**src/logic/icache_pkg.sv**
```systemverilog
package icache_pkg;

  // address and memory beat widths
  localparam int ADDR_W = 32;
  localparam int WORD_W = 32;

  // 8 KB direct mapped, 128 lines of 64 bytes
  localparam int OFFSET_W = 6;
  localparam int INDEX_W  = 7;
  localparam int TAG_W    = 19;
  localparam int LINES    = 128;

  // words per line, one refill beat per word
  localparam int WORDS_PER_LINE = 16;

  // burst length minus one, as carried in the len field
  localparam logic [7:0] REFILL_LEN = 8'd15;

  // fetches from here upward go straight to memory
  localparam logic [ADDR_W-1:0] UNCACHED_BASE = 32'hA000_0000;

  // fetch address split into cache fields
  typedef struct packed {
    logic [TAG_W-1:0]    tag;
    logic [INDEX_W-1:0]  index;
    logic [OFFSET_W-1:0] offset;
  } fetch_addr_t;

  // read request content, valid travels beside it
  typedef struct packed {
    logic [ADDR_W-1:0] addr;
    logic [7:0]        len;
  } mem_req_t;

  // read data plus per-beat ready strobe
  typedef struct packed {
    logic [WORD_W-1:0] rdata;
    logic              ready;
  } mem_rsp_t;

  typedef enum logic [2:0] {
    IDLE,
    LOOKUP,
    REFILL,
    UNCACHED,
    RESPOND
  } ctrl_state_e;

endpackage

```
**src/logic/icache_ctrl.sv**
```systemverilog
module icache_ctrl (
  input  logic                           clk,
  input  logic                           rst,
  input  logic                           fetch_valid_i,
  input  icache_pkg::fetch_addr_t        fetch_addr_i,
  input  logic                           hit_i,
  input  logic                           uncached_done_i,
  input  logic                           refill_done_i,
  output icache_pkg::fetch_addr_t        cur_addr_o,
  output logic [icache_pkg::INDEX_W-1:0] rd_index_o,
  output logic                           refill_start_o,
  output logic                           uncached_start_o,
  output logic                           respond_uncached_o,
  output logic                           inst_valid_o
);

  icache_pkg::ctrl_state_e state_q;
  icache_pkg::ctrl_state_e state_d;
  icache_pkg::fetch_addr_t addr_q;
  logic is_uncached;
  logic in_lookup;

  // region check on the accepted address
  assign is_uncached = addr_q >= icache_pkg::UNCACHED_BASE;
  assign in_lookup   = state_q == icache_pkg::LOOKUP;

  always_comb begin
    state_d = state_q;
    case (state_q)
      icache_pkg::IDLE: begin
        if (fetch_valid_i) begin
          state_d = icache_pkg::LOOKUP;
        end
      end
      icache_pkg::LOOKUP: begin
        // uncached goes to memory even if the tags happen to match
        if (is_uncached) begin
          state_d = icache_pkg::UNCACHED;
        end else if (hit_i) begin
          state_d = icache_pkg::IDLE;
        end else begin
          state_d = icache_pkg::REFILL;
        end
      end
      icache_pkg::REFILL: begin
        // back to idle, the cpu still holds the address so it is accepted again
        if (refill_done_i) begin
          state_d = icache_pkg::IDLE;
        end
      end
      icache_pkg::UNCACHED: begin
        if (uncached_done_i) begin
          state_d = icache_pkg::RESPOND;
        end
      end
      default: begin
        state_d = icache_pkg::IDLE;
      end
    endcase
  end

  always_ff @(posedge clk) begin
    if (rst) begin
      state_q <= icache_pkg::IDLE;
    end else begin
      state_q <= state_d;
    end
  end

  // capture on accept
  always_ff @(posedge clk) begin
    if (state_q == icache_pkg::IDLE && fetch_valid_i) begin
      addr_q <= fetch_addr_i;
    end
  end

  // raw index in idle so the data is ready in lookup
  assign rd_index_o = (state_q == icache_pkg::IDLE) ? fetch_addr_i.index : addr_q.index;
  assign cur_addr_o = addr_q;

  // one-cycle start pulses, only from lookup
  assign refill_start_o     = in_lookup && !is_uncached && !hit_i;
  assign uncached_start_o   = in_lookup && is_uncached;
  assign respond_uncached_o = state_q == icache_pkg::RESPOND;
  assign inst_valid_o       = (in_lookup && !is_uncached && hit_i) || respond_uncached_o;

endmodule

```
**config.mk**
```make
export PLATFORM = sky130hd
export DESIGN_NAME = icache_ctrl
export DESIGN_NICKNAME = d
export VERILOG_FILES = /design/src/logic/icache_pkg.sv /design/src/logic/icache_ctrl.sv
export SDC_FILE = /design/constraint.sdc
export NUM_CORES = 1
export LEC_CHECK = 0
export BUFFER_PORTS_ARGS = -buffer_cell sky130_fd_sc_hd__buf_2
export CAP_MARGIN = 15
export CORE_ASPECT_RATIO = 1.4
export CORE_MARGIN = 5
export CORE_UTILIZATION = 40
export DETAILED_ROUTE_END_ITERATION = 10
export PLACE_DENSITY = 0.85
export SYNTH_ARGS = -nofsm -noshare
export SYNTH_HDL_FRONTEND = slang
export SYNTH_SLANG_ARGS = --single-unit
```
**constraint.sdc**
```tcl
create_clock -name clk -period 2.5 [get_ports clk]
set_input_delay 0.25 -clock clk [delete_from_list [all_inputs] [get_ports clk]]
set_output_delay 0.25 -clock clk [all_outputs]
set_load 0.02 [all_outputs]
```
==> impl_results.md, run 1 <==
- # IOs: 81
- Mapped Area: 1250 um^2
- Share of layout cells above drive strength 1: 66.2%
- Htree depth: 2
- Register Area: 1020 um^2
- Startpoint Class: flop
- Post-route clock period utilization: 73.7%
- Remaining global-route overflow: 0
- Min-Delay Path Class: primary input to flop
- Core Area: 3060 um^2
- Synth warn: 0
- Hold Path End: cur_addr_o[22]$_DFFE_PP_
- Die ar.: 4360 um^2
- Combinational share of power: 17.6%
- Tightest Pin Transition: 0.407 ns
- Seq/Total Area, Yosys: 81.6%
- Multi-input gate area: 211 um^2
- Max Cap Viol: 0
- CP endpoint kind: output pin
- Internal power: 0.00101 W
- Number of global-route vias before repair: 913
- Die H: 76.2 um
- Final setup margin: 0.658 ns
- Dpl hpwl: 2170 um
- Postcts setup bufs: 0
- Synthesis-to-layout area growth: 42.9%
- Clock Tree Buf Depth: 2
- Vias: 877
- Number of placement rows: 24
- Starting Density: 40.8%
- Gates resized, CTS repair: 0
- All-Layer GR Usage: 12.7%
- Clk_lat worst skew: 0.28 ns
- Largest net degree at the start of global routing: 33
- FF-to-FF End: cur_addr_o[28]$_DFFE_PP_
- Clk pwr share: 29.3%
- First-pass GRT wire length: 4120 um
- Hold_buf cts: 0
- Distinct cells, synth: 21
- Sequential share of power: 53.1%
- Min-Delay Startpoint: fetch_addr_i[22]
- Clock Sinks: 35
- Hold Path Stages: 1
- R2r startpoint: state_q[1]$_SDFFE_PP0P_
- Antenna diode count: 0
- Max Clock Freq: 543 MHz
- CTS Buf Count: 5
- Initial DRC Count: 30
- Most frequent cells in the layout: buf_2, edfxtp_1, mux2_2
- Via density: 4.62
- Die W: 57.3 um
- Cell area power density: 753 nW/um^2
- DRC errors left: 0
- Most common cell after layout, fill and taps aside: buf_2
- 1st-pass router iterations: 4
- Endpoints failing setup: 0
- Routed WL: 2700 um
- Post-route ant nets: 0
- Setup TNS Final: 0 ns
- # port buffers: 80
- Slew headroom: 72.6%
- CTS root buf: clkbuf_8
- Fin Clk Skew: 0.00456 ns
- CP Class: flop to output pin
- Max-slew violations: 0
- # fillers: 268
- Register bit count reported by yosys: 35
- Flop2flop setup slack: 0.83 ns
- Critical Path Fanout Max: 8
- Final hold vios: 0
- Post-Syn Nets: 101
- Initial antenna violation count: 0
- Critical Path RT: 2.25 ns
- CTS tree: yes
- Min Tclk post-route: 1.84 ns
- Routed len/inst: 14.2 um
- Status: complete, no violations
- Pre-CTS WS: 0.852 ns
- Peak supply drop: 0.476 mV
- Unrepaired setup endpoints after global routing: no
- Worst-path clk slew: 0.07 ns
- Mean area per synthesized cell: 19.9 um^2
- LEAKAGE: 0.789 nW
- Worst EP arrival: 1.59 ns
- Psw: 0.000338 W
- Hold slack: 0.144 ns
- Syn Inst Count: 63
- Worst reg2reg path depth: 3
- Sw Ratio: 25.1%
- Placer Congestion: 0.835
- Nets@finish: 188
-- power groups by stage --
| stage | combinational, W | sequential (W) | clock [W] |
|---|---|---|---|
| finish | 0.000237 | 0.000715 | 0.000394 |
| floorplan | 0.0000911 | 0.000781 | 0 |
| global placement | 0.000234 | 0.000725 | 0 |
| CTS | 0.000242 | 0.000716 | 0.000413 |
| global route | 0.000253 | 0.000719 | 0.000442 |
| detailed placement | 0.000241 | 0.000728 | 0 |
-- critical path, stage by stage (launching register included) --
cell and delay, ns:
dfxtp_1 0.40, nor3_4 0.37, mux2_2 0.39, buf_2 0.16
-- final cells by class --
cell class	instances	share of cell area [%]
repair buffers	81	22.8
clock inverters	1	0.280
well taps	39	2.73
inverters	2	0.420
clock buffers	7	4.83
flip-flops and latches	35	57.1
multi-input cells	25	11.8
-- state kept, by name, summed over array words and instances, names as in the netlist --
| name | flops |
|---|---|
| cur_addr_o | 32 |
| state_q | 3 |
-- through the flow --
stage               total power [W]  util, %  area [um^2]  cells
floorplan                  0.000872        -         1250     63
global route                0.00141     58.4         1790    190
CTS                         0.00137     58.4         1790    190
global placement           0.000959     55.4         1700    182
finish                      0.00135     58.4         1790    190
detailed placement         0.000968     55.4         1700    182
-- cell families after synthesis --
logic type | after synthesis | synth area share [%]
AND/OR/NAND/NOR | 12 | 6.80
flip-flops | 35 | 81.6
multiplexers | 7 | 6.30
buffers and inverters | 3 | 1.50
AO/OA/AOI/OAI | 6 | 3.80
-- how the worst max path moves through the flow --
stage | start | to | slack [ns] | cells after the start
floorplan | state_q[1]$_SDFFE_PP0P_ | cur_addr_o[0]$_DFFE_PP_ | 0.54 | 3
global placement | state_q[1]$_SDFFE_PP0P_ | cur_addr_o[14]$_DFFE_PP_ | 0.90 | 3
detailed placement | state_q[1]$_SDFFE_PP0P_ | cur_addr_o[15]$_DFFE_PP_ | 0.85 | 3
CTS | state_q[1]$_SDFFE_PP0P_ | rd_index_o[4] | 0.64 | 3
global route | state_q[1]$_SDFFE_PP0P_ | rd_index_o[4] | 0.58 | 3
finish | state_q[1]$_SDFFE_PP0P_ | rd_index_o[4] | 0.66 | 3
-- metal layers --
metal,wire (um),track usage (%)
met2,1470,23.5
met5,0,0
met4,65,7.19
met3,296,5.93
met1,868,10.6
-- synth_stat cells (all sizes together) --
library cell	number	area share, %
o311a	1	0.80
nor2	3	0.90
o21bai	1	0.60
a21o	1	0.70
and2	1	0.50
o2111a	1	0.90
inv	2	0.60
mux2	7	6.3
nand3	1	0.40
nor2b	1	0.50
nor3	2	1.7
nand2	1	0.30
edfxtp	32	77
o21ai	2	0.80
dfxtp	3	4.8
or3	1	0.90
nor3b	2	1.6
buf	1	0.90
Note: power is estimated with default switching activity, not from simulation.
==> run 2, diff against run 1 <==
--- a/config.mk
+++ b/config.mk
@@ -5,6 +5,7 @@
 export SDC_FILE = /design/constraint.sdc
 export NUM_CORES = 1
 export LEC_CHECK = 0
+export ABC_AREA = 1
 export BUFFER_PORTS_ARGS = -buffer_cell sky130_fd_sc_hd__buf_2
 export CAP_MARGIN = 15
 export CORE_ASPECT_RATIO = 1.4
==> constraint.sdc (replaced) <==
create_clock -name clk -period 1.9 [get_ports clk]
set_input_delay 0.19 -clock clk [delete_from_list [all_inputs] [get_ports clk]]
set_output_delay 0.19 -clock clk [all_outputs]
set_load 0.02 [all_outputs]
==> run 2 against run 1 <==
  * Via count grew 15%
  * Critical path depth grew 2
  * Clock power grew 28%
  * Routed wire length grew 14%
  * Sequential share of layout area shrank 1.7 points
  * Sequential cell count is the same
  * Critical path type unchanged
  * Critical endpoint is now inst_valid_o
  * Largest power group unchanged
==> impl_results.md, run 2 <==
- All-Layer GR Usage: 15.3%
- Seq/Total Area, Yosys: 79.1%
- Critical Path Fanout Max: 10
- Max Clock Freq: 635 MHz
- Clock Sinks: 35
- Min-Delay Startpoint: fetch_addr_i[20]
- Critical path's slowest cell: dfxtp_1
- LEAKAGE: 0.849 nW
- Mean area per synthesized cell: 14.3 um^2
- 1st-pass router iterations: 4
- Async set-reset flop share out of synthesis: 0%
- Max Cap Viol: 0
- CP Class: flop to output pin
- Remaining global-route overflow: 0
- Cell area power density: 1180 nW/um^2
- Gates resized, CTS repair: 0
- CTS root buf: clkbuf_8
- CTS Buf Count: 5
- Worst-path clk slew: 0.07 ns
- Post-Syn Nets: 128
- Min-Delay Path Class: primary input to flop
- Min Tclk post-route: 1.57 ns
- GR Util met3: 9.58%
- Core Area: 3120 um^2
- Largest net degree at the start of global routing: 32
- Slew headroom: 80.4%
- CP endpoint kind: output pin
- Number of placement rows: 24
- Critical Path RT: 1.71 ns
- Die H: 77.2 um
- Peak supply drop: 0.784 mV
- Dpl hpwl: 2420 um
- Synth top cells by count: edfxtp_1, nand2_1, nand3_1
- Pwr Total: 0.00217 W
- Hold Path Stages: 1
- Endpoints failing setup: 0
- Starting Density: 41.3%
- Routed len/inst: 14.2 um
- Synth top area share: 74.5%
- # port buffers: 80
- Number of global-route vias before repair: 1,048
- Register bit count reported by yosys: 35
- Critical path's most frequent cell: nor2_4
- Hold_buf cts: 0
- Post-route clock period utilization: 82.8%
- DRC errors left: 0
- CP Cell Sequence: nor2_4 > inv_4 > nor2_4 > a31o_1 > buf_2
- Most frequent cells in the layout: buf_2, edfxtp_1, nand2_1
- Ys flop type: edfxtp_1
- Status: complete, no violations
- Synth warn: 0
- Antenna diode count: 0
- CTS tree: yes
- Area leader, netlist: edfxtp_1
- Via density: 4.65
- Post-synth EDFFs: 32
- Clock Tree Buf Depth: 2
- GRT busiest layer: met2
- Fin Clk Skew: 0.00615 ns
- Crit-path max cell delay: 0.34 ns
- Initial DRC Count: 27
- Final setup margin: 0.326 ns
- First-pass GRT wire length: 4970 um
- Vias: 1,010
- Hold Path End: cur_addr_o[20]$_DFFE_PP_
- Nets@finish: 215
- Post-route ant nets: 0
- Pre-CTS WS: 0.475 ns
- Met2 Resource Use GR: 21.8%
- FF-to-FF End: cur_addr_o[31]$_DFFE_PP_
- Routed WL: 3090 um
- Share of layout cells above drive strength 1: 54.5%
- Clk_lat worst skew: 0.28 ns
- M1 GR Usage: 16.7%
- Htree depth: 2
- Max reg flops: 32
- Distinct cells, synth: 16
- Die ar.: 4480 um^2
- Mapped Area: 1290 um^2
- Startpoint Class: flop
- Setup TNS Final: 0 ns
- Flop2flop setup slack: 0.47 ns
- Post-route insts no fill: 217
- Synthesis-to-layout area growth: 43.0%
- # IOs: 81
- Postcts setup bufs: 0
- Syn Inst Count: 90
- Placer Congestion: 0.768
- DP Cell Count: 209
- Top-count cell post-synth: edfxtp_1
- Most common cell after layout, fill and taps aside: buf_2
- Die W: 58.0 um
- Tightest Pin Transition: 0.294 ns
- Synth area leaders: edfxtp_1, nand2_1, dfxtp_1
- Max-slew violations: 0
- Worst EP arrival: 1.38 ns
- R2r startpoint: state_q[2]$_SDFFE_PP0P_
- Final hold vios: 0
- Unrepaired setup endpoints after global routing: no
- Worst reg2reg path depth: 4
- Initial antenna violation count: 0
## run 2: cell count changes after synthesis, sizes merged, moves of 2 or more
cell	previous run	this run
nand2	1	26
nand3	1	9
mux2	7	0
nor2	3	9
inv	2	5
nor3b	2	0
## run 2: cell families (layout without fill, tap and decap cells)
logic type | Yosys count | after routing | share of synthesized area, %
simple gates | 46 | 46 | 16.6
flops | 35 | 35 | 79.1
buf+inv | 6 | 94 | 2.23
compound gates | 3 | 3 | 2.04
## run 2: layout make-up
type	instances	area [um^2]
fill	281	1280
sequential	35	1020
timing repair buffer	81	420
multi-input combinational	49	248
clock buffer	6	72.6
tap	39	48.8
inverter	5	21.3
clock inverter	2	12.5
## run 2: per-stage QoR
step           instance area [um^2]  util [%]  hold slack (ns)
2_1_floorplan                  1300         -            0.252
3_5_place_dp                   1760      56.3            0.368
5_1_grt                        1840      59.1           0.0580
6_report                       1840      59.1           0.0792
3_3_place_gp                   1760      56.3            0.367
4_1_cts                        1840      59.1           0.0672
## run 2: power by group
| group | switching (W) | total (W) | internal, W | leakage (nW) |
|---|---|---|---|---|
| clock network | 0.000249 | 0.000504 | 0.000256 | 0.0412 |
| registers | 0.0000399 | 0.00101 | 0.000974 | 0.328 |
| logic | 0.000447 | 0.000654 | 0.000207 | 0.480 |
| total | 0.000736 | 0.00217 | 0.00144 | 0.849 |
## run 2: critical path: cells and delay by family (launching register included)
kind                   cells  cell delay, ns
AOI/OAI and AO/OA          1            0.15
buffers and inverters      2            0.23
DFF                        1            0.34
and+or+nand+nor            2            0.38
## run 2: worst max path at each step
stage | to | slack, ns | from | cells past startpoint
after floorplan | cur_addr_o[0]$_DFFE_PP_ | 0.32 | state_q[2]$_SDFFE_PP0P_ | 3
after global placement | cur_addr_o[21]$_DFFE_PP_ | 0.52 | state_q[2]$_SDFFE_PP0P_ | 4
after detailed placement | cur_addr_o[21]$_DFFE_PP_ | 0.48 | state_q[2]$_SDFFE_PP0P_ | 4
after CTS | inst_valid_o | 0.31 | state_q[2]$_SDFFE_PP0P_ | 5
after global routing | refill_start_o | 0.22 | state_q[2]$_SDFFE_PP0P_ | 6
final | inst_valid_o | 0.33 | state_q[2]$_SDFFE_PP0P_ | 5
## run 2: metal layers
| metal | share of wire [%] | routed length, um |
|---|---|---|
| met2 | 44 | 1370 |
| met5 | 0 | 0 |
| met3 | 18 | 548 |
| met1 | 35 | 1090 |
| met4 | 2.5 | 78 |
==> run 3, diff against run 2 <==
--- a/config.mk
+++ b/config.mk
@@ -10,9 +10,9 @@
 export CAP_MARGIN = 15
 export CORE_ASPECT_RATIO = 1.4
 export CORE_MARGIN = 5
-export CORE_UTILIZATION = 40
+export CORE_UTILIZATION = 37
 export DETAILED_ROUTE_END_ITERATION = 10
-export PLACE_DENSITY = 0.85
+export PLACE_DENSITY = 0.83
 export SYNTH_ARGS = -nofsm -noshare
 export SYNTH_HDL_FRONTEND = slang
 export SYNTH_SLANG_ARGS = --single-unit
==> constraint.sdc (replaced) <==
create_clock -name clk -period 1.4 [get_ports clk]
set_input_delay 0.14 -clock clk [delete_from_list [all_inputs] [get_ports clk]]
set_output_delay 0.14 -clock clk [all_outputs]
set_load 0.02 [all_outputs]
==> run 3 against run 2 <==
  * Combinational power grew 65%
  * Global-route usage shrank 1.8 points
  * Sequential cell count is the same
  * The flow now finishes with violations (setup timing)
  * Critical endpoint is now uncached_start_o
  * Die area grew 6.9%
  * Clock skew shrank 0.0014 ns
  * Largest power group unchanged
  * Cell count grew 3.2%
  * Cell area grew 8.6%
  * Highest routed layer unchanged
  * First-iteration DRC count grew to 3.8 times the previous value
  * Clock power grew 51%
  * Setup slack lost 0.38 ns
  * Register-to-register slack lost 0.35 ns
==> impl_results.md, run 3 (same netlist as run 2, synthesis figures left out) <==
- Status: finished, violations left
- Violations in the final reports: setup timing
- CTS root buf: clkbuf_8
- Remaining global-route overflow: 0
- Met2 Resource Use GR: 22.4%
- Dpl hpwl: 2450 um
- Htree depth: 2
- Share of layout cells above drive strength 1: 60.9%
- First-pass GRT wire length: 4640 um
- Routed len/inst: 15.1 um
- M1 GR Usage: 14.4%
- Post-route clock period utilization: 104%
- Initial DRC Count: 103
- All-Layer GR Usage: 13.5%
- Synthesis-to-layout area growth: 55.3%
- Worst EP arrival: 1.32 ns
- Final setup margin: -0.0565 ns
- Critical Path Fanout Max: 10
- Placer Congestion: 0.907
- Max reg flops: 32
- CP endpoint kind: output pin
- Most common cell after layout, fill and taps aside: buf_2
- Setup TNS Final: -0.157 ns
- Max-slew violations: 0
- Pwr Total: 0.00323 W
- Vias: 1,041
- Min Tclk post-route: 1.46 ns
- Critical Path RT: 1.26 ns
- Antenna diode count: 0
- Fin util: 59.3%
- Core Area: 3380 um^2
- Sequential share of power: 42.9%
- Combinational share of power: 33.5%
- DRC errors left: 0
- Peak supply drop: 0.916 mV
- Worst-path clk slew: 0.06 ns
- Most frequent cells in the layout: buf_2, edfxtp_1, nand2_1
- Routed WL: 3370 um
- Hold slack: 0.0317 ns
- Clock Sinks: 35
- Endpoints failing setup: 7
- Startpoint Class: flop
- GR Util met3: 6.31%
- Die ar.: 4780 um^2
- CP Class: flop to output pin
- Die H: 79.9 um
- # IOs: 81
- Clk pwr share: 23.6%
- Tightest Pin Transition: 0.233 ns
- Slew headroom: 84.4%
- Min-Delay Path Class: primary input to flop
- Nets@finish: 221
- 1st-pass router iterations: 4
- Psw: 0.00104 W
- Number of global-route vias before repair: 1,015
- Unrepaired setup endpoints after global routing: yes
- Fin Clk Skew: 0.00473 ns
- Post-route ant nets: 0
- Largest net degree at the start of global routing: 33
- Max Clock Freq: 687 MHz
- Die W: 59.9 um
- Via density: 4.65
- GRT busiest layer: met2
- Number of placement rows: 25
- Max Cap Viol: 0
- Final hold vios: 0
- Clock Tree Buf Depth: 2
- Initial antenna violation count: 0
- Pre-CTS WS: 0.190 ns
- LEAKAGE: 0.918 nW
- # port buffers: 80
- Sw Ratio: 32.1%
- Clk_lat worst skew: 0.28 ns
- Cell area power density: 1610 nW/um^2
- CTS tree: yes
- # fillers: 289
- Internal power: 0.00219 W
- CTS Buf Count: 5
- Starting Density: 38.2%
[run 3: changes by cell type in the layout (fill, tap and decap cells not counted), sizes merged]
cell	change
clkinv	-1
buf	+6
clkinvlp	-1
clkbuf	+2
[run 3: per-layer routing]
metal,vias up,part of all wire (%)
li1,502,-
met1,468,37
met2,64,50
met3,7,12
met4,0,1.6
met5,-,0
[run 3: path summary, 6_finish.rpt]
kind / start / to / slack [ns] / depth (start not counted)
worst max-delay path: state_q[0]$_SDFFE_PP0P_ / uncached_start_o / -0.06 / 4
worst min-delay path: fetch_addr_i[16] / cur_addr_o[16]$_DFFE_PP_ / 0.03 / 1
worst max register to register: state_q[1]$_SDFFE_PP0P_ / cur_addr_o[27]$_DFFE_PP_ / 0.12 / 5
worst min register to register: state_q[0]$_SDFFE_PP0P_ / state_q[2]$_SDFFE_PP0P_ / 0.48 / 2
[run 3: what timing repair did]
action | 4_1_cts | 5_1_grt
resized for setup | 6 | 18
hold buffers | 0 | 0
pin swaps | 3 | 6
endpoints found under the setup margin | 9 | 10
buffers inserted | 3 | 1
[run 3: metrics by stage]
| step | area, um^2 | std cells |
|---|---|---|
| finish | 2000 | 224 |
| floorplan | 1300 | 90 |
| global placement | 1780 | 212 |
| detailed placement | 1780 | 212 |
| global route | 2000 | 224 |
| CTS | 1930 | 223 |
[run 3: critical path: stages (launching register included)]
cell,delay (ns)
dfxtp_2,0.36
inv_2,0.08
buf_4,0.19
nor3_1,0.21
buf_2,0.20
[run 3: power groups by stage]
stage          Sequential [W]  Combinational (W)  Clock, W
5_1_grt               0.00140            0.00116  0.000844
2_1_floorplan         0.00156           0.000409         0
3_5_place_dp          0.00140           0.000912         0
3_3_place_gp          0.00139           0.000896         0
6_report              0.00138            0.00108  0.000761
4_1_cts               0.00138           0.000966  0.000792
[run 3: cell type report]
cell class                 instances  area, um^2  share of cell area [%]
sequential                        35        1020                    51.2
timing repair buffer              87         522                    26.0
multi-input combinational         49         283                    14.1
clock buffer                       8         100                    5.00
tap                               40        50.0                    2.50
inverter                           5        23.8                    1.19
