## config.mk

```make
export PLATFORM = sky130hd
export DESIGN_NAME = mem_read_arbiter
export DESIGN_NICKNAME = d
export VERILOG_FILES = /design/src/logic/icache_pkg.sv /design/src/logic/mem_read_arbiter.sv
export SDC_FILE = /design/constraint.sdc
export NUM_CORES = 1
export LEC_CHECK = 0
export CAP_MARGIN = 10
export CELL_PAD_IN_SITES_DETAIL_PLACEMENT = 1
export CELL_PAD_IN_SITES_GLOBAL_PLACEMENT = 2
export CORE_UTILIZATION = 25
export DETAILED_ROUTE_END_ITERATION = 10
export DONT_BUFFER_PORTS = 1
export PLACE_DENSITY = 0.7
export SYNTH_ARGS = -nofsm -noshare
export SYNTH_HDL_FRONTEND = slang
export SYNTH_SLANG_ARGS = --single-unit
```

## constraint.sdc

```tcl
create_clock -name clk -period 1.78 [get_ports clk]
set_input_delay 0.178 -clock clk [delete_from_list [all_inputs] [get_ports clk]]
set_output_delay 0.178 -clock clk [all_outputs]
set_load 0.1 [all_outputs]
```

## src/logic/icache_pkg.sv

```systemverilog
package icache_pkg;

  // address and memory beat widths
  localparam int ADDR_W = 32;
  localparam int WORD_W = 32;

  // 8 KB direct mapped, 128 lines of 64 bytes
  localparam int OFFSET_W = 6;
  localparam int INDEX_W  = 7;
  localparam int TAG_W    = 19;
  localparam int LINES    = 128;

  // words per line, one refill beat per word
  localparam int WORDS_PER_LINE = 16;

  // burst length minus one, as carried in the len field
  localparam logic [7:0] REFILL_LEN = 8'd15;

  // fetches from here upward go straight to memory
  localparam logic [ADDR_W-1:0] UNCACHED_BASE = 32'hA000_0000;

  // fetch address split into cache fields
  typedef struct packed {
    logic [TAG_W-1:0]    tag;
    logic [INDEX_W-1:0]  index;
    logic [OFFSET_W-1:0] offset;
  } fetch_addr_t;

  // read request content, valid travels beside it
  typedef struct packed {
    logic [ADDR_W-1:0] addr;
    logic [7:0]        len;
  } mem_req_t;

  // read data plus per-beat ready strobe
  typedef struct packed {
    logic [WORD_W-1:0] rdata;
    logic              ready;
  } mem_rsp_t;

  typedef enum logic [2:0] {
    IDLE,
    LOOKUP,
    REFILL,
    UNCACHED,
    RESPOND
  } ctrl_state_e;

endpackage

```

## src/logic/mem_read_arbiter.sv

```systemverilog
module mem_read_arbiter (
  input  logic                 clk,
  input  logic                 rst,
  input  icache_pkg::mem_req_t refill_req_i,
  input  logic                 refill_valid_i,
  input  icache_pkg::mem_req_t unc_req_i,
  input  logic                 unc_valid_i,
  output icache_pkg::mem_req_t mem_req_o,
  output logic                 mem_req_valid_o,
  input  icache_pkg::mem_rsp_t mem_rsp_i,
  output logic                 refill_grant_o,
  output logic                 unc_grant_o
);

  logic lock_q;
  // 1 when the refill engine owns the locked burst
  logic owner_refill_q;
  logic [7:0] beat_cnt_q;
  logic pick_refill;
  logic beat;
  logic last_beat;

  // refill wins unless a burst is already in flight
  assign pick_refill = lock_q ? owner_refill_q : refill_valid_i;

  assign refill_grant_o  = pick_refill && refill_valid_i;
  assign unc_grant_o     = !pick_refill && unc_valid_i;
  assign mem_req_valid_o = refill_grant_o || unc_grant_o;
  assign mem_req_o       = pick_refill ? refill_req_i : unc_req_i;

  // track beats so the lock ends with the beat numbered len
  assign beat      = mem_req_valid_o && mem_rsp_i.ready;
  assign last_beat = beat && (beat_cnt_q == mem_req_o.len);

  always_ff @(posedge clk) begin
    if (rst) begin
      lock_q         <= 1'b0;
      owner_refill_q <= 1'b0;
      beat_cnt_q     <= '0;
    end else if (last_beat) begin
      lock_q     <= 1'b0;
      beat_cnt_q <= '0;
    end else if (mem_req_valid_o) begin
      lock_q         <= 1'b1;
      owner_refill_q <= pick_refill;
      if (beat) begin
        beat_cnt_q <= beat_cnt_q + 1'b1;
      end
    end
  end

endmodule

```

==> results of run 1 <==
==> state kept, by name, summed over array words and instances (netlist names) <==
signal / count
lock_q: 1
beat_cnt_q: 8
owner_refill_q: 1
==> stage by stage <==
step           setup WS, ns  cell area (um^2)  utilization, %  hold slack [ns]
2_1_floorplan        -0.360              1340               -            0.244
3_3_place_gp         -0.212              1580            35.8            0.245
3_5_place_dp         -0.353              1580            35.8            0.247
6_report             -0.271              1840            41.7           0.0519
4_1_cts              -0.271              1770            40.1           0.0513
5_1_grt              -0.318              1840            41.7           0.0483
==> power breakdown <==
part           switching [mW]  internal [mW]  total, mW
logic                   0.897          0.331       1.23
clock network          0.0995          0.195      0.295
registers             0.00792          0.232      0.240
==> worst reg2reg max path: stages, from the launching register on <==
cell	delay, ns
sky130_fd_sc_hd__dfxtp_4	0.36
sky130_fd_sc_hd__mux2i_4	0.24
sky130_fd_sc_hd__buf_6	0.17
sky130_fd_sc_hd__mux2_4	0.33
sky130_fd_sc_hd__xnor2_2	0.20
sky130_fd_sc_hd__nand3_4	0.10
sky130_fd_sc_hd__or3_4	0.34
sky130_fd_sc_hd__a221oi_2	0.23
==> repair_timing <==
| action | 4_1_cts | 5_1_grt |
|---|---|---|
| pin swaps | 7 | 6 |
| setup endpoints to repair | 51 | 51 |
| hold buffers | 1 | 0 |
| buffers inserted | 2 | 1 |
| cloned | 2 | 0 |
| endpoints found under the hold margin | 1 | 0 |
| resized for setup | 17 | 12 |
==> how the worst min path moves through the flow <==
stage / slack [ns] / end / cells after the start / from
CTS: 0.05 / lock_q / 1 / unc_valid_i
floorplan: 0.24 / owner_refill_q / 1 / rst
global placement: 0.25 / owner_refill_q / 1 / rst
finish: 0.05 / lock_q / 1 / unc_valid_i
global route: 0.05 / lock_q / 1 / unc_valid_i
detailed placement: 0.25 / owner_refill_q / 1 / rst
==> final cells by class <==
| class | instances | area [um^2] |
|---|---|---|
| multi-input cells | 102 | 1140 |
| well taps | 52 | 65.1 |
| clock buffers | 4 | 55.1 |
| inverters | 8 | 32.5 |
| flip-flops and latches | 10 | 204 |
| repair buffers | 29 | 347 |
| fillers | 508 | 2570 |
==> metal layers <==
metal	part of all wire [%]	track usage, %	wire length, um	vias to the layer above
met3	6.6	2.89	287	4
met5	0	0	0	-
met4	1.4	6.67	59	0
met2	60	34.7	2630	68
li1	-	-	-	514
met1	32	16.4	1380	524
==> cell usage in the layout (no fill, tap or decap), drive strengths merged, types with 2 or more instances in the layout <==
cell type	synthesis	layout
mux2	38	38
buf	4	27
xnor2	10	10
dfxtp	10	10
inv	8	8
and2	8	8
clkbuf	2	4
nand2	4	4
nand3	4	4
nand2b	3	3
o31a	2	3
mux2i	3	3
nor2	2	2
xor2	2	2
nor3	2	2
nand4	2	2
o221ai	2	2
o21ai	2	2
a21oi	2	2
==> synthesized netlist by cell type (2+ instances only) <==
library cell	number	area share, %
sky130_fd_sc_hd__and2_1	8	4.3
sky130_fd_sc_hd__buf_2	3	1.3
sky130_fd_sc_hd__clkbuf_1	2	0.64
sky130_fd_sc_hd__dfxtp_1	10	17
sky130_fd_sc_hd__inv_1	8	2.6
sky130_fd_sc_hd__mux2_2	36	35
sky130_fd_sc_hd__mux2_4	2	2.6
sky130_fd_sc_hd__mux2i_1	3	2.6
sky130_fd_sc_hd__nand2_1	4	1.3
sky130_fd_sc_hd__nand2b_1	3	1.6
sky130_fd_sc_hd__nand3_1	3	1.3
sky130_fd_sc_hd__nand4_1	2	1.1
sky130_fd_sc_hd__nor2_1	2	0.64
sky130_fd_sc_hd__nor3_1	2	0.86
sky130_fd_sc_hd__o21ai_0	2	0.86
sky130_fd_sc_hd__o221ai_1	2	1.5
sky130_fd_sc_hd__o31a_1	2	1.5
sky130_fd_sc_hd__xnor2_1	9	6.7
sky130_fd_sc_hd__xor2_1	2	1.5
==> cell families after synthesis <==
kind of cell | Yosys count | share of synthesized area (%)
fa+ha+maj | 1 | 1.07
flops | 10 | 17.1
compound gates | 17 | 12.1
mux | 41 | 39.8
xor+xnor | 12 | 9.64
buf+inv | 14 | 5.46
simple gates | 30 | 14.8
==> summary.md, run 1 <==
| Metric | Value |
|---|---|
| Hold Vio Cnt, Final | `0` |
| Mean Syn Cell Area | `slightly above 9 um^2` |
| Post-Syn Nets | `between 200 and 250` |
| Worst hold path type | `in -> reg` |
| Worst path cell trace | `mux2i_4 -> buf_6 -> mux2_4 -> xnor2_2 -> nand3_4 -> or3_4 -> a221oi_2` |
| Post-layout total power | `between 1.5 and 2 mW` |
| GP Congestion | `around 0.76` |
| Largest fanout of any net on the critical path | `5` |
| Worst setup EP type | `flip-flop` |
| Max Fclk | `approximately 0.49 GHz` |
| Vias per cell | `between 5 and 6` |
| Number of cells traversed by the worst register-to-register path | `7` |
| Final-layout setup total negative slack | `-6.46 ns` |
| P_leak | `just over 0.8 nW` |
| All-Layer GR Usage | `17.0%` |
| Die X-Extent | `just over 70 um` |
| Number of antenna violations at the first check in global routing | `0` |
| Area overhead of the layout relative to synthesis | `57.4%` |
| CTS H-tree lvls | `1` |
| Synthesized cell area | `0.00117 mm^2` |
| Worst setup path endpoint | `owner_refill_q` |
| Largest buffer count on any clock path | `2` |
| Violated checks | `negative setup slack` |
| Largest delay share family, worst path | `multiplexers` |
| Unrepaired setup endpoints after global routing | `true` |
| Least-Margin Pin Slew | `0.350 ns` |
| Wire length of the first global-routing pass | `roughly 6400 um` |
| Post-route DRC | `0` |
| Cell Count, Final, Fillers Out | `~210` |
| Setup WS post-layout | `-0.271 ns` |
| Number of instances in the synthesized netlist | `approximately 130` |
| Worst setup SP type | `flip-flop` |
| Worst reg-to-reg setup slack | `-0.27 ns` |
| Placed cell count | `195` |
| HPWL Detailed | `3650 um` |
| Max VDD drop | `~0.00045 V` |
| Master of the slowest instance on the critical path | `sky130_fd_sc_hd__dfxtp_4` |
| Number of iterations in the first detailed-routing pass | `3` |
| Clock tree from TritonCTS | `done` |
| Port Buffer Count | `0` |
| CTS Buf Count | `3` |
| Count of nets left with antenna violations after detail routing | `0` |
| Grt ovf | `0` |
| Endpoint of the worst-slack reg-to-reg timing path | `owner_refill_q` |
| Latest clock arrival within the worst-skew pair | `between 0.2 and 0.25 ns` |
| Result of the run | `finished, violations left` |
| Crit path depth | `7` |
| Nets@finish | `272` |
| Clock transition at path regs | `0.05 ns` |
| Start point of the critical path | `lock_q` |
| Clock Tree Root | `sky130_fd_sc_hd__clkbuf_8` |
| Power Density | `~960 mW/mm^2` |
| Crit path buffers/inverters | `1` |
| Top-Level Pins | `between 150 and 200` |
| Ratio of cells with drive above 1 in the final layout | `roughly 58%` |
| Number of global-route vias before repair | `~1.2k` |
| Start-to-end type of the worst setup path | `reg -> reg` |
| Vias | `between 1k and 1.5k` |
| Die Area | `0.00495 mm^2` |
| Synthesis warning total | `0` |
| Crit-path max cell delay | `0.36 ns` |
| Share of the clock period used by the worst path | `115%` |
| Height of the chip | `70.4 um` |
| R2r startpoint | `lock_q` |
| Number of standard-cell rows in the floorplan | `24` |
| Clock skew after layout | `~0.0011 ns` |
| Slew Limit Headroom | `about three quarters` |
| Crit path arrival time | `2.21 ns` |
| Number of flops mapped to enable cells by yosys | `0` |
| Count of final setup violators | `49` |
| Number of pins exceeding their max-slew limit in the final report | `0` |
| Number of distinct standard cells referenced by the synthesized netlist | `39` |
| Dominant register cell in the synthesized netlist | `sky130_fd_sc_hd__dfxtp_1` |
| Average wire length per cell after detail routing | `21.2 um` |
| Maximum number of pins on one net before global-route repair | `18` |
| Drt initial violations | `6` |
| Detailed-route wire length | `roughly 4400 um` |
| Number of synthesized register bits | `10` |
| Register area share after synthesis | `~17%` |
| Max Cap Viol | `0` |
| Placeable Area | `~0.0044 mm^2` |
| Clock sinks | `10` |
| Proportion of register bits with asynchronous set or reset after synthesis | `0%` |
| Post-layout min period | `2.05 ns` |
| Diode insertion count for antenna repair | `0` |
| Critical Path RT | `slightly below 2 ns` |
| Effective utilization at floorplan | `around a quarter` |
No activity file was read; power rests on OpenSTA's default activity.
==> run 2: changes to the inputs <==
Settings changed: ABC_AREA from default to 1, CORE_UTILIZATION 25 to 21, GPL_ROUTABILITY_DRIVEN from default to 0, PLACE_DENSITY 0.7 to 0.69, SKIP_CTS_REPAIR_TIMING from default to 1.
==> summary.md, run 2 <==
| Metric | Value |
|---|---|
| Register area share after synthesis | `about 16%` |
| Proportion of register bits with asynchronous set or reset after synthesis | `0%` |
| Number of global-route vias before repair | `~1.7k` |
| Most frequently used cell type in the post-synthesis netlist | `sky130_fd_sc_hd__nand2_1` |
| Unrepaired setup endpoints after global routing | `false` |
| Post-Syn Nets | `around 370` |
| Maximum number of pins on one net before global-route repair | `21` |
| Vias | `1,748` |
| Critical hold path startpoint | `unc_valid_i` |
| Hold Vio Cnt, Final | `0` |
| Number of pins exceeding their max-slew limit in the final report | `0` |
| Largest buffer count on any clock path | `2` |
| Final-layout setup total negative slack | `0 ns` |
| CTS Buf Count | `3` |
| Total area of multi-input combinational cells | `around 0.0011 mm^2` |
| Max VDD drop | `~0.00037 V` |
| Post-synth top cells | `148 x sky130_fd_sc_hd__nand2_1, 29 x sky130_fd_sc_hd__inv_1, 22 x sky130_fd_sc_hd__nand3_1` |
| Die X-Extent | `between 70 and 80 um` |
| Result of the run | `finished, final reports clean` |
| Vias per cell | `4.62` |
| Wire length of the first global-routing pass | `a little under 8000 um` |
| Max Fclk | `slightly above 0.6 GHz` |
| CTS H-tree lvls | `1` |
| Nets@finish | `roughly 420` |
| Hold Crit Endpoint | `lock_q` |
| Placed cell count | `roughly 370` |
| Leading cell types in the layout, fill and taps excluded | `110 x sky130_fd_sc_hd__nand2_1, 38 x sky130_fd_sc_hd__nand2_2, 37 x sky130_fd_sc_hd__buf_12` |
| Part of the total power dissipated in the clock network | `between 10 and 15%` |
| Diode insertion count for antenna repair | `0` |
| P_leak | `between 1 and 1.5 nW` |
| Number of cells traversed by the worst register-to-register path | `11` |
| Critical Path RT | `1.60 ns` |
| Average wire length per cell after detail routing | `about 14 um` |
| Share of the clock period used by the worst path | `between 90% and 100%` |
| Number of instances in the synthesized netlist | `between 200 and 300` |
| Worst hold path cell count | `2` |
| Start-to-end type of the worst setup path | `reg -> out` |
| Part of the power in registers | `a little over a tenth` |
| Commonest non-fill, non-tap cell in the layout | `sky130_fd_sc_hd__nand2_1` |
| Registers with the most flip-flops | `beat_cnt_q x8, lock_q x1, owner_refill_q x1` |
| Max Cap Viol | `0` |
| Power Density | `964 mW/mm^2` |
| Net Sw Frac | `a little under 60%` |
| Number of flops mapped to enable cells by yosys | `0` |
| Cell type contributing the most total cell area after synthesis | `sky130_fd_sc_hd__nand2_1` |
| Port Buffer Count | `0` |
| Dominant register cell in the synthesized netlist | `sky130_fd_sc_hd__dfxtp_1` |
| Mean Syn Cell Area | `4.98 um^2` |
| Least-Margin Pin Slew | `0.301 ns` |
| Area share of the largest cell type after synthesis | `~44%` |
| Count of nets left with antenna violations after detail routing | `0` |
| Synthesized cell area | `around 0.0013 mm^2` |
| Number of standard-cell rows in the floorplan | `28` |
| Post-route DRC | `0` |
| Sequential cell area in the final layout | `roughly 200 um^2` |
| Post-layout min period | `between 1.5 and 2 ns` |
| Most flop-heavy register | `beat_cnt_q` |
| Internal Pwr Total | `between 0.9 and 1 mW` |
| Drt initial violations | `22` |
| Area overhead of the layout relative to synthesis | `86.3%` |
| Worst setup EP type | `primary output` |
| Clock skew after layout | `between 0.002 and 0.0025 ns` |
| Synthesis warning total | `0` |
| Worst reg-to-reg setup slack | `0.17 ns` |
| Effective utilization at floorplan | `a little over a fifth` |
| Leading post-synthesis cells by cell area | `sky130_fd_sc_hd__nand2_1 44%, sky130_fd_sc_hd__dfxtp_1 16%, sky130_fd_sc_hd__nand3_1 8.6%, sky130_fd_sc_hd__inv_1 8.5%, sky130_fd_sc_hd__nand2_2 2.9%` |
| Cell Count, Final, Fillers Out | `378` |
| Number of filler instances in the final layout | `about 740` |
| Detailed-route wire length | `between 5000 and 6000 um` |
| Clock Tree Root | `sky130_fd_sc_hd__clkbuf_8` |
| Clock sinks | `10` |
| Worst hold path type | `in -> reg` |
| Setup WS post-layout | `roughly 0.12 ns` |
| Largest fanout of any net on the critical path | `13` |
| Top-Level Pins | `160` |
| Height of the chip | `between 70 and 80 um` |
| HPWL Detailed | `4540 um` |
| Post-layout total power | `between 2 and 2.5 mW` |
| Number of synthesized register bits | `10` |
| Latest clock arrival within the worst-skew pair | `~0.23 ns` |
| Number of antenna violations at the first check in global routing | `0` |
| Worst setup SP type | `flip-flop` |
| All-Layer GR Usage | `between 10% and 20%` |
| Number of distinct standard cells referenced by the synthesized netlist | `20` |
| Portion of total power attributed to combinational logic | `just under 80%` |
| Die Area | `between 0.006 and 0.007 mm^2` |
| R2r startpoint | `owner_refill_q` |
| Ratio of cells with drive above 1 in the final layout | `between 30% and 40%` |
| Placeable Area | `slightly below 0.006 mm^2` |
| Crit path arrival time | `around 1.5 ns` |
| Slew Limit Headroom | `between 70 and 80%` |
| Clock transition at path regs | `around 0.050 ns` |
| Flip-flop count of the largest register after layout | `8` |
| Clock tree from TritonCTS | `done` |
| Net load switching power | `around 1.3 mW` |
| Endpoint of the worst-slack reg-to-reg timing path | `owner_refill_q` |
| Post-place setup slack | `approximately 0.021 ns` |
| Count of final setup violators | `0` |
| Number of iterations in the first detailed-routing pass | `4` |
| Grt ovf | `0` |
==> run 2: cell count changes in the layout (fill, tap and decap cells not counted), sizes merged, moves of 10 or more <==
| cell | previous run | this run |
|---|---|---|
| nand3 | 4 | 25 |
| buf | 27 | 51 |
| nand2 | 4 | 157 |
| inv | 8 | 30 |
| mux2 | 38 | 0 |
| xnor2 | 10 | 0 |
==> run 2: power by group through the flow <==
| stage | sequential (mW) | clock [mW] | combinational (mW) |
|---|---|---|---|
| after global placement | 0.243 | 0 | 1.72 |
| after CTS | 0.239 | 0.290 | 1.75 |
| after floorplan | 0.242 | 0 | 1.17 |
| final | 0.242 | 0.285 | 1.76 |
| after detailed placement | 0.244 | 0 | 1.75 |
| after global routing | 0.243 | 0.301 | 1.83 |
==> run 2: worst max path at each step <==
stage / start / endpoint / slack (ns) / depth (start not counted)
3_3_place_gp: lock_q / beat_cnt_q[6] / 0.05 / 11
2_1_floorplan: lock_q / beat_cnt_q[6] / 0.004 / 11
3_5_place_dp: lock_q / beat_cnt_q[6] / 0.02 / 11
5_1_grt: owner_refill_q / owner_refill_q / 0.01 / 11
6_report: lock_q / mem_req_o[15] / 0.12 / 7
4_1_cts: lock_q / beat_cnt_q[6] / 0.006 / 11
==> run 2: per-stage QoR <==
stage          cell area, um^2  util, %  hold slack (ns)
2_1_floorplan             1380        -            0.313
3_3_place_gp              2260     38.4            0.323
5_1_grt                   2370     40.3           0.0962
3_5_place_dp              2260     38.4            0.329
4_1_cts                   2310     39.3           0.0869
6_report                  2370     40.3           0.0843
==> run 2: cell type report <==
| class | instances | area share (%) |
|---|---|---|
| inverters | 30 | 4.74 |
| flip-flops and latches | 10 | 8.48 |
| multi-input cells | 208 | 44.7 |
| clock buffers | 4 | 2.32 |
| well taps | 75 | 3.95 |
| repair buffers | 51 | 35.8 |
==> run 2: critical path: stages (launching register included) <==
cell                      delay, ns
sky130_fd_sc_hd__dfxtp_2       0.34
sky130_fd_sc_hd__inv_2         0.11
sky130_fd_sc_hd__nand2_8       0.10
sky130_fd_sc_hd__nand2_8       0.12
sky130_fd_sc_hd__buf_4         0.19
sky130_fd_sc_hd__nand2_1       0.08
sky130_fd_sc_hd__nand2_2       0.11
sky130_fd_sc_hd__buf_12        0.18
==> run 2: layer usage <==
layer / GRT usage, % / part of all wire, % / vias up
met3: 4.91 / 8.5 / 6
met2: 30.3 / 56 / 62
li1: - / - / 869
met4: 2.86 / 0.96 / 0
met5: 0 / 0 / -
met1: 15.4 / 34 / 811
==> run 2: kinds of logic after synthesis <==
kind of cell             share of synthesized area, %
buffers and inverters                            13.2
adder cells (fa/ha/maj)                         0.981
XOR/XNOR                                         1.37
flip-flops                                       15.7
AND/OR/NAND/NOR                                  65.9
AO/OA/AOI/OAI                                    2.75
==> run 3: changes to the inputs <==
Settings changed: RECOVER_POWER from default to 50.
==> summary.md, run 3 (synthesized netlist as in run 2, its figures left out) <==
| Metric | Value |
|---|---|
| Number of filler instances in the final layout | `approximately 750` |
| Max Cap Viol | `0` |
| CTS Buf Count | `3` |
| Die X-Extent | `approximately 80 um` |
| Net Sw Frac | `between 50% and 60%` |
| Most flop-heavy register | `beat_cnt_q` |
| Worst setup SP type | `flip-flop` |
| Clock sinks | `10` |
| Number of cells traversed by the worst register-to-register path | `11` |
| HPWL Detailed | `roughly 4500 um` |
| Vias | `roughly 1.8k` |
| Wire length of the first global-routing pass | `just under 8000 um` |
| Hold Crit Endpoint | `lock_q` |
| Part of the total power dissipated in the clock network | `13.1%` |
| P_leak | `between 1 and 1.5 nW` |
| Unrepaired setup endpoints after global routing | `false` |
| Drt initial violations | `25` |
| Least-Margin Pin Slew | `approximately 0.54 ns` |
| Number of global-route vias before repair | `about 1.7k` |
| Result of the run | `finished, final reports clean` |
| Nets@finish | `between 400 and 500` |
| Effective utilization at floorplan | `a little over a fifth` |
| Part of the power in registers | `approximately 11%` |
| Placeable Area | `between 0.005 and 0.006 mm^2` |
| Worst setup EP type | `primary output` |
| Number of antenna violations at the first check in global routing | `0` |
| Port Buffer Count | `0` |
| Start-to-end type of the worst setup path | `reg -> out` |
| Maximum number of pins on one net before global-route repair | `21` |
| Endpoint of the worst-slack reg-to-reg timing path | `owner_refill_q` |
| Vias per cell | `between 4 and 5` |
| Diode insertion count for antenna repair | `0` |
| Portion of total power attributed to combinational logic | `about 76%` |
| Height of the chip | `79.9 um` |
| Net load switching power | `1.30 mW` |
| Worst hold path cell count | `2` |
| Post-route DRC | `0` |
| R2r startpoint | `owner_refill_q` |
| Die Area | `roughly 0.0064 mm^2` |
| Registers with the most flip-flops | `beat_cnt_q x8, lock_q x1, owner_refill_q x1` |
| Ratio of cells with drive above 1 in the final layout | `between 30% and 40%` |
| Largest fanout of any net on the critical path | `11` |
| Post-place setup slack | `0.0211 ns` |
| Internal Pwr Total | `roughly 0.88 mW` |
| Placed Instance Area | `0.00226 mm^2` |
| Leading cell types in the layout, fill and taps excluded | `110 x sky130_fd_sc_hd__nand2_1, 38 x sky130_fd_sc_hd__nand2_2, 29 x sky130_fd_sc_hd__inv_1` |
| Largest buffer count on any clock path | `2` |
| Number of pins exceeding their max-slew limit in the final report | `0` |
| Flip-flop count of the largest register after layout | `8` |
| Worst hold path type | `in -> reg` |
| Crit path arrival time | `around 1.5 ns` |
| Clock skew after layout | `0.00235 ns` |
| Top-Level Pins | `160` |
| Clock tree from TritonCTS | `done` |
| Commonest non-fill, non-tap cell in the layout | `sky130_fd_sc_hd__nand2_1` |
| Clock transition at path regs | `around 0.050 ns` |
| Number of standard-cell rows in the floorplan | `28` |
| Clock Tree Root | `sky130_fd_sc_hd__clkbuf_8` |
| Count of nets left with antenna violations after detail routing | `0` |
| Critical hold path startpoint | `unc_valid_i` |
| Latest clock arrival within the worst-skew pair | `roughly 0.23 ns` |
| Critical Path RT | `between 1.5 and 2 ns` |
| Average wire length per cell after detail routing | `between 10 and 15 um` |
| Start point of the critical path | `lock_q` |
| Final instance area | `0.00222 mm^2` |
| Setup WS post-layout | `a little under 0.1 ns` |
| All-Layer GR Usage | `roughly 15%` |
| Area overhead of the layout relative to synthesis | `74.5%` |
| Max VDD drop | `0.000365 V` |
| Grt ovf | `0` |
| Hold Vio Cnt, Final | `0` |
| Final-layout setup total negative slack | `0 ns` |
| Share of the clock period used by the worst path | `between 90 and 100%` |
| Power Density | `roughly 980 mW/mm^2` |
| Detailed-route wire length | `5360 um` |
| Max Fclk | `a little under 0.6 GHz` |
| Count of final setup violators | `0` |
| Post-layout min period | `1.68 ns` |
| Worst reg-to-reg setup slack | `about 0.16 ns` |
| Number of iterations in the first detailed-routing pass | `4` |
| Slew Limit Headroom | `a little under two thirds` |
| CTS H-tree lvls | `1` |
## run 3: changes by cell type in the layout (fill, tap and decap cells not counted), sizes merged
cell    previous run  this run
clkbuf             4        16
buf               51        39
## run 3: area by class of cell
class	count	area (um^2)	area share, %
well taps	75	93.8	4.22
inverters	30	113	5.06
repair buffers	51	699	31.4
clock buffers	4	55.1	2.47
multi-input cells	208	1060	47.8
flip-flops and latches	10	201	9.06
## run 3: critical path, stage by stage, from the launching register on
cell and delay (ns):
sky130_fd_sc_hd__dfxtp_2 0.34, sky130_fd_sc_hd__inv_2 0.11, sky130_fd_sc_hd__nand2_8 0.10, sky130_fd_sc_hd__nand2_4 0.14, sky130_fd_sc_hd__clkbuf_4 0.22, sky130_fd_sc_hd__nand2_1 0.08, sky130_fd_sc_hd__nand2_2 0.10, sky130_fd_sc_hd__buf_12 0.17
## run 3: power by group through the flow
stage / registers, mW / clock network (mW) / logic [mW]
2_1_floorplan: 0.242 / 0 / 1.17
5_1_grt: 0.243 / 0.301 / 1.73
3_5_place_dp: 0.244 / 0 / 1.75
3_3_place_gp: 0.243 / 0 / 1.72
4_1_cts: 0.239 / 0.290 / 1.75
6_report: 0.242 / 0.285 / 1.66
## run 3: through the flow
step / power, mW / util [%] / std cells / hold slack [ns]
2_1_floorplan: 1.41 / - / 256 / 0.313
3_3_place_gp: 1.97 / 38.4 / 373 / 0.323
3_5_place_dp: 2.00 / 38.4 / 373 / 0.329
4_1_cts: 2.28 / 39.3 / 377 / 0.0869
5_1_grt: 2.27 / 37.8 / 378 / 0.0962
6_report: 2.19 / 37.8 / 378 / 0.0843
## run 3: per-layer routing
| layer | global-route usage (%) | vias to the layer above | routed length [um] |
|---|---|---|---|
| met3 | 4.91 | 6 | 452 |
| met1 | 15.4 | 809 | 1870 |
| met5 | 0 | - | 0 |
| met2 | 30.3 | 64 | 2990 |
| li1 | - | 871 | - |
| met4 | 2.86 | 0 | 51 |
## run 3: worst max-delay path by stage
| stage | to | slack, ns |
|---|---|---|
| after floorplan | beat_cnt_q[6] | 0.004 |
| after global placement | beat_cnt_q[6] | 0.05 |
| after detailed placement | beat_cnt_q[6] | 0.02 |
| after CTS | beat_cnt_q[6] | 0.006 |
| after global routing | owner_refill_q | 0.02 |
| final | mem_req_o[33] | 0.1 |
